**src/logic/rob_defines.svh**
```systemverilog
`ifndef ROB_DEFINES_SVH
`define ROB_DEFINES_SVH

//////////////////////////////
// Reorder buffer sizing
//////////////////////////////

// Tag bits, 8 entries with one kept free
`define ROB_TAG_WIDTH 3

// Result width of both buses
`define ROB_DATA_WIDTH 16

//////////////////////////////
// Status counters
//////////////////////////////

// Saturating ALU stall counter
`define ROB_STALL_WIDTH 8

`endif

```
**src/logic/lc3b_pkg.sv**
```systemverilog
package lc3b_pkg;

	//////////////////////////////
	// Instruction set types
	//////////////////////////////

	// Encodings follow the LC-3b opcode field
	typedef enum logic [3:0]
	{
		op_br   = 4'b0000,
		op_add  = 4'b0001,
		op_ldb  = 4'b0010,
		op_stb  = 4'b0011,
		op_jsr  = 4'b0100,
		op_and  = 4'b0101,
		op_ldr  = 4'b0110,
		op_str  = 4'b0111,
		op_rti  = 4'b1000,
		op_not  = 4'b1001,
		op_ldi  = 4'b1010,
		op_sti  = 4'b1011,
		op_jmp  = 4'b1100,
		op_shf  = 4'b1101,
		op_lea  = 4'b1110,
		op_trap = 4'b1111
	} lc3b_opcode;

	// R0 to R7
	typedef logic [2:0] lc3b_reg;

endpackage : lc3b_pkg

```
**src/logic/rob_pkg.sv**
```systemverilog
`include "rob_defines.svh"

package rob_pkg;

	//////////////////////////////
	// Reorder buffer types
	//////////////////////////////

	// Entry index handed out at dispatch
	typedef logic [`ROB_TAG_WIDTH-1:0] rob_tag;

	// Result carried on the writeback buses
	typedef logic [`ROB_DATA_WIDTH-1:0] rob_value;

	// What the head entry does when it leaves
	typedef enum logic [1:0]
	{
		act_none       = 2'b00,
		act_reg_write  = 2'b01,
		act_retire     = 2'b10,
		act_mispredict = 2'b11
	} commit_action;

endpackage : rob_pkg

```
**src/logic/rob_commit.sv**
```systemverilog
module rob_commit
(
	// Head entry of the storage
	input logic empty,
	input lc3b_pkg::lc3b_opcode head_inst,
	input lc3b_pkg::lc3b_reg head_dest,
	input logic head_done,
	input rob_pkg::rob_value head_value,
	input logic head_predict,
	input rob_pkg::rob_tag head_tag,

	// Storage control
	output logic re,
	output logic flush,

	// Register file write
	output logic reg_we,
	output lc3b_pkg::lc3b_reg reg_dest,
	output rob_pkg::rob_value reg_value,

	// Branch outcome
	output logic mispredict,
	output rob_pkg::rob_tag mispredict_tag,

	// Retirement
	output logic commit_valid,
	output lc3b_pkg::lc3b_opcode commit_inst
);

	import lc3b_pkg::*;
	import rob_pkg::*;

	commit_action action;
	logic head_ready;
	logic taken;

	assign head_ready = !empty && head_done;

	// Actual direction comes back in bit 0
	assign taken = head_value[0];

	//////////////////////////////
	// Classify the head entry
	//////////////////////////////

	always_comb
	begin
		if (!head_ready)
			action = act_none;
		else
		begin
			case (head_inst)
				op_add, op_and, op_not, op_shf,
				op_ldb, op_ldr, op_ldi, op_lea, op_jsr:
					action = act_reg_write;
				op_br:
					action = (taken != head_predict) ? act_mispredict : act_retire;
				default:
					action = act_retire;
			endcase
		end
	end

	//////////////////////////////
	// Commit outputs
	//////////////////////////////

	assign re = (action != act_none);
	assign flush = (action == act_mispredict);

	assign reg_we = (action == act_reg_write);
	// Return address goes to R7
	assign reg_dest = (head_inst == op_jsr) ? lc3b_reg'(3'd7) : head_dest;
	assign reg_value = head_value;

	assign mispredict = flush;
	assign mispredict_tag = head_tag;

	assign commit_valid = re;
	assign commit_inst = head_inst;

endmodule : rob_commit

```
**src/logic/rob_data.sv**
```systemverilog
`include "rob_defines.svh"

module rob_data #(
	parameter int tag_width = `ROB_TAG_WIDTH,
	parameter int data_width = `ROB_DATA_WIDTH
)
(
	input logic clk,
	input logic rst,
	input logic we,
	input logic re,
	input logic flush,

	// Dispatch fields
	input lc3b_pkg::lc3b_opcode inst_in,
	input lc3b_pkg::lc3b_reg dest_in,
	input logic predict_in,

	// Writeback fields, addressed by tag
	input logic done_in,
	input logic [data_width-1:0] value_in,
	input logic ld_value,
	input logic ld_done,
	input logic [tag_width-1:0] addr_in,

	// Head entry
	output lc3b_pkg::lc3b_opcode inst_out,
	output lc3b_pkg::lc3b_reg dest_out,
	output logic done_out,
	output logic [data_width-1:0] value_out,
	output logic predict_out,

	output logic [tag_width-1:0] tail_tag,
	output logic [tag_width-1:0] head_tag,
	output logic empty,
	output logic full
);

	import lc3b_pkg::*;

	localparam int depth = 2 ** tag_width;

	lc3b_opcode inst_mem [depth];
	lc3b_reg dest_mem [depth];
	logic [data_width-1:0] value_mem [depth];
	logic predict_mem [depth];
	logic [depth-1:0] done_mem;

	logic [tag_width-1:0] head;
	logic [tag_width-1:0] tail;
	logic [tag_width-1:0] tail_next;
	logic push;
	logic pop;

	assign tail_next = tail + 1'b1;

	// One slot stays free so full differs from empty
	assign empty = (head == tail);
	assign full = (head == tail_next);

	assign push = we && !full;
	assign pop = re && !empty;

	//////////////////////////////
	// Pointers and done bits
	//////////////////////////////

	always_ff @(posedge clk)
	begin
		if (rst || flush)
		begin
			head <= '0;
			tail <= '0;
			done_mem <= '0;
		end
		else
		begin
			if (push)
			begin
				tail <= tail_next;
				done_mem[tail] <= 1'b0;
			end
			// Result for an older entry, never the free tail slot
			if (ld_done)
				done_mem[addr_in] <= done_in;
			if (pop)
				head <= head + 1'b1;
		end
	end

	//////////////////////////////
	// Entry payload
	//////////////////////////////

	always_ff @(posedge clk)
	begin
		if (push)
		begin
			inst_mem[tail] <= inst_in;
			dest_mem[tail] <= dest_in;
			predict_mem[tail] <= predict_in;
		end
		if (ld_value)
			value_mem[addr_in] <= value_in;
	end

	// Head fields read combinationally
	assign inst_out = inst_mem[head];
	assign dest_out = dest_mem[head];
	assign done_out = done_mem[head];
	assign value_out = value_mem[head];
	assign predict_out = predict_mem[head];

	assign tail_tag = tail;
	assign head_tag = head;

endmodule : rob_data

```
**src/logic/rob_top.sv**
```systemverilog
`include "rob_defines.svh"

module rob_top
(
	input logic clk,
	input logic rst,

	// Dispatch
	input logic dispatch_valid,
	input lc3b_pkg::lc3b_opcode dispatch_inst,
	input lc3b_pkg::lc3b_reg dispatch_dest,
	input logic dispatch_predict,
	output logic dispatch_ready,
	output rob_pkg::rob_tag dispatch_tag,

	// Writeback
	input logic alu_valid,
	input rob_pkg::rob_tag alu_tag,
	input rob_pkg::rob_value alu_value,
	output logic alu_ready,
	input logic mem_valid,
	input rob_pkg::rob_tag mem_tag,
	input rob_pkg::rob_value mem_value,
	output logic mem_ready,

	// Commit
	output logic reg_we,
	output lc3b_pkg::lc3b_reg reg_dest,
	output rob_pkg::rob_value reg_value,
	output logic mispredict,
	output rob_pkg::rob_tag mispredict_tag,
	output logic commit_valid,
	output lc3b_pkg::lc3b_opcode commit_inst,

	output logic [`ROB_STALL_WIDTH-1:0] alu_stall_count
);

	import lc3b_pkg::*;
	import rob_pkg::*;

	logic we, re, flush, empty, full;
	logic ld_value, ld_done, done_in;
	rob_tag wb_tag, head_tag;
	rob_value wb_value, head_value;
	lc3b_opcode head_inst;
	lc3b_reg head_dest;
	logic head_done, head_predict;

	// No dispatch into a full buffer or across a flush
	assign dispatch_ready = !full && !flush;
	assign we = dispatch_valid && dispatch_ready;

	rob_data data0 (
		.clk(clk), .rst(rst), .we(we), .re(re), .flush(flush),
		.inst_in(dispatch_inst), .dest_in(dispatch_dest), .predict_in(dispatch_predict),
		.done_in(done_in), .value_in(wb_value), .ld_value(ld_value), .ld_done(ld_done),
		.addr_in(wb_tag), .inst_out(head_inst), .dest_out(head_dest),
		.done_out(head_done), .value_out(head_value), .predict_out(head_predict),
		.tail_tag(dispatch_tag), .head_tag(head_tag), .empty(empty), .full(full)
	);

	rob_writeback wb0 (
		.clk(clk), .rst(rst),
		.alu_valid(alu_valid), .alu_tag(alu_tag), .alu_value(alu_value), .alu_ready(alu_ready),
		.mem_valid(mem_valid), .mem_tag(mem_tag), .mem_value(mem_value), .mem_ready(mem_ready),
		.ld_value(ld_value), .ld_done(ld_done), .done_in(done_in),
		.wb_tag(wb_tag), .wb_value(wb_value), .alu_stall_count(alu_stall_count)
	);

	rob_commit commit0 (
		.empty(empty), .head_inst(head_inst), .head_dest(head_dest), .head_done(head_done),
		.head_value(head_value), .head_predict(head_predict), .head_tag(head_tag),
		.re(re), .flush(flush), .reg_we(reg_we), .reg_dest(reg_dest), .reg_value(reg_value),
		.mispredict(mispredict), .mispredict_tag(mispredict_tag),
		.commit_valid(commit_valid), .commit_inst(commit_inst)
	);

endmodule : rob_top

```
**src/logic/rob_writeback.sv**
```systemverilog
`include "rob_defines.svh"

module rob_writeback
(
	input logic clk,
	input logic rst,

	// ALU result bus
	input logic alu_valid,
	input rob_pkg::rob_tag alu_tag,
	input rob_pkg::rob_value alu_value,
	output logic alu_ready,

	// Memory result bus
	input logic mem_valid,
	input rob_pkg::rob_tag mem_tag,
	input rob_pkg::rob_value mem_value,
	output logic mem_ready,

	// Field loads into the entry storage
	output logic ld_value,
	output logic ld_done,
	output logic done_in,
	output rob_pkg::rob_tag wb_tag,
	output rob_pkg::rob_value wb_value,

	output logic [`ROB_STALL_WIDTH-1:0] alu_stall_count
);

	logic alu_take;
	logic alu_stall;

	//////////////////////////////
	// Bus arbitration
	//////////////////////////////

	// Memory always wins, ALU holds its result meanwhile
	assign mem_ready = 1'b1;
	assign alu_ready = !mem_valid;

	assign alu_take = alu_valid && alu_ready;
	assign alu_stall = alu_valid && !alu_ready;

	always_comb
	begin
		if (mem_valid)
		begin
			wb_tag = mem_tag;
			wb_value = mem_value;
		end
		else
		begin
			wb_tag = alu_tag;
			wb_value = alu_value;
		end
	end

	// Any accepted result fills the value and marks the entry done
	assign ld_value = mem_valid || alu_take;
	assign ld_done = ld_value;
	assign done_in = 1'b1;

	//////////////////////////////
	// Starvation counter
	//////////////////////////////

	always_ff @(posedge clk)
	begin
		if (rst)
			alu_stall_count <= '0;
		else if (alu_stall && (alu_stall_count != '1))
			alu_stall_count <= alu_stall_count + 1'b1;
	end

endmodule : rob_writeback

```
**config.mk**
```make
export PLATFORM = sky130hd
export DESIGN_NAME = rob_top
export DESIGN_NICKNAME = d
export VERILOG_FILES = /design/src/logic/lc3b_pkg.sv /design/src/logic/rob_pkg.sv /design/src/logic/rob_commit.sv /design/src/logic/rob_data.sv /design/src/logic/rob_top.sv /design/src/logic/rob_writeback.sv
export VERILOG_INCLUDE_DIRS = /design/src /design/src/logic
export SDC_FILE = /design/constraint.sdc
export NUM_CORES = 1
export LEC_CHECK = 0
export BUFFER_PORTS_ARGS = -buffer_cell sky130_fd_sc_hd__buf_2
export CAP_MARGIN = 20
export CORE_MARGIN = 2
export CORE_UTILIZATION = 45
export DETAILED_ROUTE_END_ITERATION = 7
export GPL_TIMING_DRIVEN = 0
export PLACE_DENSITY = 0.65
export SLEW_MARGIN = 20
export SYNTH_ARGS = -nofsm -noshare
export SYNTH_HDL_FRONTEND = slang
export SYNTH_SLANG_ARGS = --single-unit
```
**constraint.sdc**
```tcl
create_clock -name clk -period 3.4 [get_ports clk]
set_clock_uncertainty 0.15 [all_clocks]
set_input_delay 0.68 -clock clk [delete_from_list [all_inputs] [get_ports clk]]
set_output_delay 0.68 -clock clk [all_outputs]
set_load 0.02 [all_outputs]
```
==> impl_results.md <==
- Status: finished with violations
- Failing checks: negative setup slack
- Final min period: 3420 ps
- Power, Total: 6250 µW
- Fin. Hold Viols: 0
- H-tree levels: 1
- Vias: between 4,000 and 5,000
- Met1 Use GR: 24.3%
- Largest net degree at the start of global routing: 19
- FMAX: around 0.3 GHz
- Syn Nets: 541
- Non-filler cells, final: 899
- Worst hold path class: in -> reg
- #FFs+latches synth: 217
- Pre-Repair DR Iteration Count: 4
- First-pass GRT wire length: 29.8 mm
- DP HPWL: 12.5 mm
- CP Class: reg -> out
- 1st-iter DRT viols: 304
- Clk_lat worst skew: 500 ps
- Total clock buffers created by CTS: 22
- Predominant post-synthesis flop cell: edfxtp_1
- Worst EP required: 2570 ps
- Die Ht: 145 µm
- Ant diodes: 0
- Worst slack, placed: -224 ps
- Syn-to-layout area delta: 21.9%
- CTS tree: done
- Pins over their slew limit: 0
- Distinct cells, synth: 45
- GR Overflow Total: 0
- Leak: 0.00370 µW
- Worst setup SP type: flip-flop
- Setup ws final: -19.2 ps
- Critical Path AT: 2590 ps
- Post-synth EDFFs: ~190
- Die Width: 145 µm
- Post-Syn Instances: 487
- Bufs on Longest Clock Path: 3
- Fill count: 1,544
- Cts-stage hold buffer count: 0
- Ys Warns: 0
- Core footprint: 0.0195 mm²
- Yosys top cell by area: edfxtp_1
- Share of layout cells above drive strength 1: 44.0%
- Vias/cell: 5.44
- PwrDens: 571 mW/mm²
- Die area: 0.0211 mm²
- Busiest metal layer after global routing: met2
- Met3 GRT Util: 3.24%
- Max cap viols: 0
- Period utilisation layout: 101%
- # rows: 51
- # IOs: 94
- GRT met2 Usage: 31.6%
- Final setup fails: 1
- Post-Route WL: approximately 19 mm
- Slew HR: about two fifths
- Starting Density: between 40 and 50%
- Worst Setup End Kind: output pin
- DRT antenna net count: 0
- Most common cell after layout, fill and taps aside: edfxtp_1
- Root buf cell: clkbuf_16
- Post-Syn Area per Cell: about 18 µm²
- RSZ-0062 raised after global routing: yes
- Antenna violations before repair: 0
- Leading post-synthesis cells by cell area: edfxtp_1 64%, mux4_2 12%, dfxtp_1 5.6%
- Commonest cells after routing, fill and taps aside: 192 x edfxtp_1, 93 x buf_2, 50 x mux4_2
- Mapped cell area: roughly 0.009 mm²
- Worst vdd ir: 0.436 mV
- Drt wl/cell: approximately 21 µm
- DRC Markers: 0
- Async set or reset register ratio after synthesis: 0%
- Final Instance Area: 0.0109 mm²
- Clock sinks: 217
- Seq/Total Area, Yosys: 69.8%
- Final #Nets: 672
- Clk slew on worst S/H paths: 60 ps
- CP Max Fanout: 4
- Port bufs: 91
- Vias in the first global route: 5,334
- RePlAce Congestion: about 0.84
- Placed insts: ~850
- GRT Total Usage: 18.3%
- Worst Max-Slew Pin Slew: 925 ps
- Post-synth top area share: approximately 64%
- Cell Area, Placed: between 0.009 and 0.01 mm²
==> cells in the mapped netlist, types with 3 or more instances <==
cell type  instances
mux2i_1            7
ha_1               3
xnor2_1            8
inv_1              9
nor2_1            30
nand2_1           11
xor2_1            12
clkbuf_1          13
edfxtp_1         192
buf_2              6
mux4_2            48
buf_1              4
nor4_2             7
mux2_2            36
a21oi_1            3
dfxtp_1           25
nor3_1            18
nor4_1             9
buf_6              4
nand3_1            6
==> area by class of cell <==
type	instances	area [µm²]	share of cell area (%)
sequential	217	6270	57.4
multi-input combinational	233	2670	24.4
clock buffer	37	688	6.29
timing repair buffer	108	639	5.84
tap	265	332	3.03
buffer	27	215	1.97
clock inverter	3	90.1	0.824
inverter	9	33.8	0.309
==> stage by stage <==
step | hold slack (ps) | util, % | TNS (ps)
floorplan | 315 | - | 0
global placement | 330 | 50.0 | -51480
detailed placement | 339 | 51.0 | -3200
CTS | 257 | 55.6 | -23.3
global route | 279 | 56.0 | -199
finish | 276 | 56.0 | -19.2
==> critical path: stages (launching register included) <==
cell	delay, ps
dfxtp_4	390
buf_8	120
mux4_2	540
nor3_4	230
a21oi_4	60
nor4b_4	390
buf_6	170
a31oi_4	30
buf_6	150
==> cells by family (layout without fill, tap and decap cells) <==
group,Yosys count,count (layout),share of synthesized area (%)
multiplexers,93,93,17.9
adder cells (fa/ha/maj),3,3,0.418
AO/OA/AOI/OAI,20,20,1.67
XOR/XNOR,21,21,2.20
buffers and inverters,37,184,2.01
other,1,1,0.0418
flip-flops,217,217,69.8
AND/OR/NAND/NOR,95,95,5.94
==> metal layers <==
layer | routed length (µm) | vias up
met2 | 9540 | 156
met3 | 1040 | 20
met1 | 8140 | 2499
met4 | 289 | 0
li1 | - | 2216
met5 | 0 | -
==> final timing paths <==
check             slack [ps]  depth (start not counted)                    to         startpoint
setup reg to reg         110                          6  data0.dest_mem[4][1]  data0.tail_tag[0]
hold / removal           280                          2     data0.done_mem[7]                rst
hold reg to reg          360                          2     data0.done_mem[3]  data0.done_mem[3]
setup / recovery         -20                          8        dispatch_ready          flip-flop
==> where the power goes <==
part	internal (µW)	switching [µW]
Clock	1600	946
Sequential	3050	43.0
Combinational	248	360
Total	4900	1350
==> repair_timing <==
action                                 CTS  global route
buffers inserted                         5             3
setup endpoints to repair               24             2
pin swaps                                2             5
gates resized for setup                 37            12
endpoints found under the hold margin    0             0
cloned                                   1             0
==> flip-flops by register name (all words and copies together) (netlist names), named ones only <==
register             flops
data0.inst_mem          32
data0.tail_tag           3
data0.done_mem           8
data0.head_tag           3
data0.value_mem        128
data0.dest_mem          24
data0.predict_mem        8
wb0.alu_stall_count      8
Note: power is estimated with default switching activity, not from simulation.
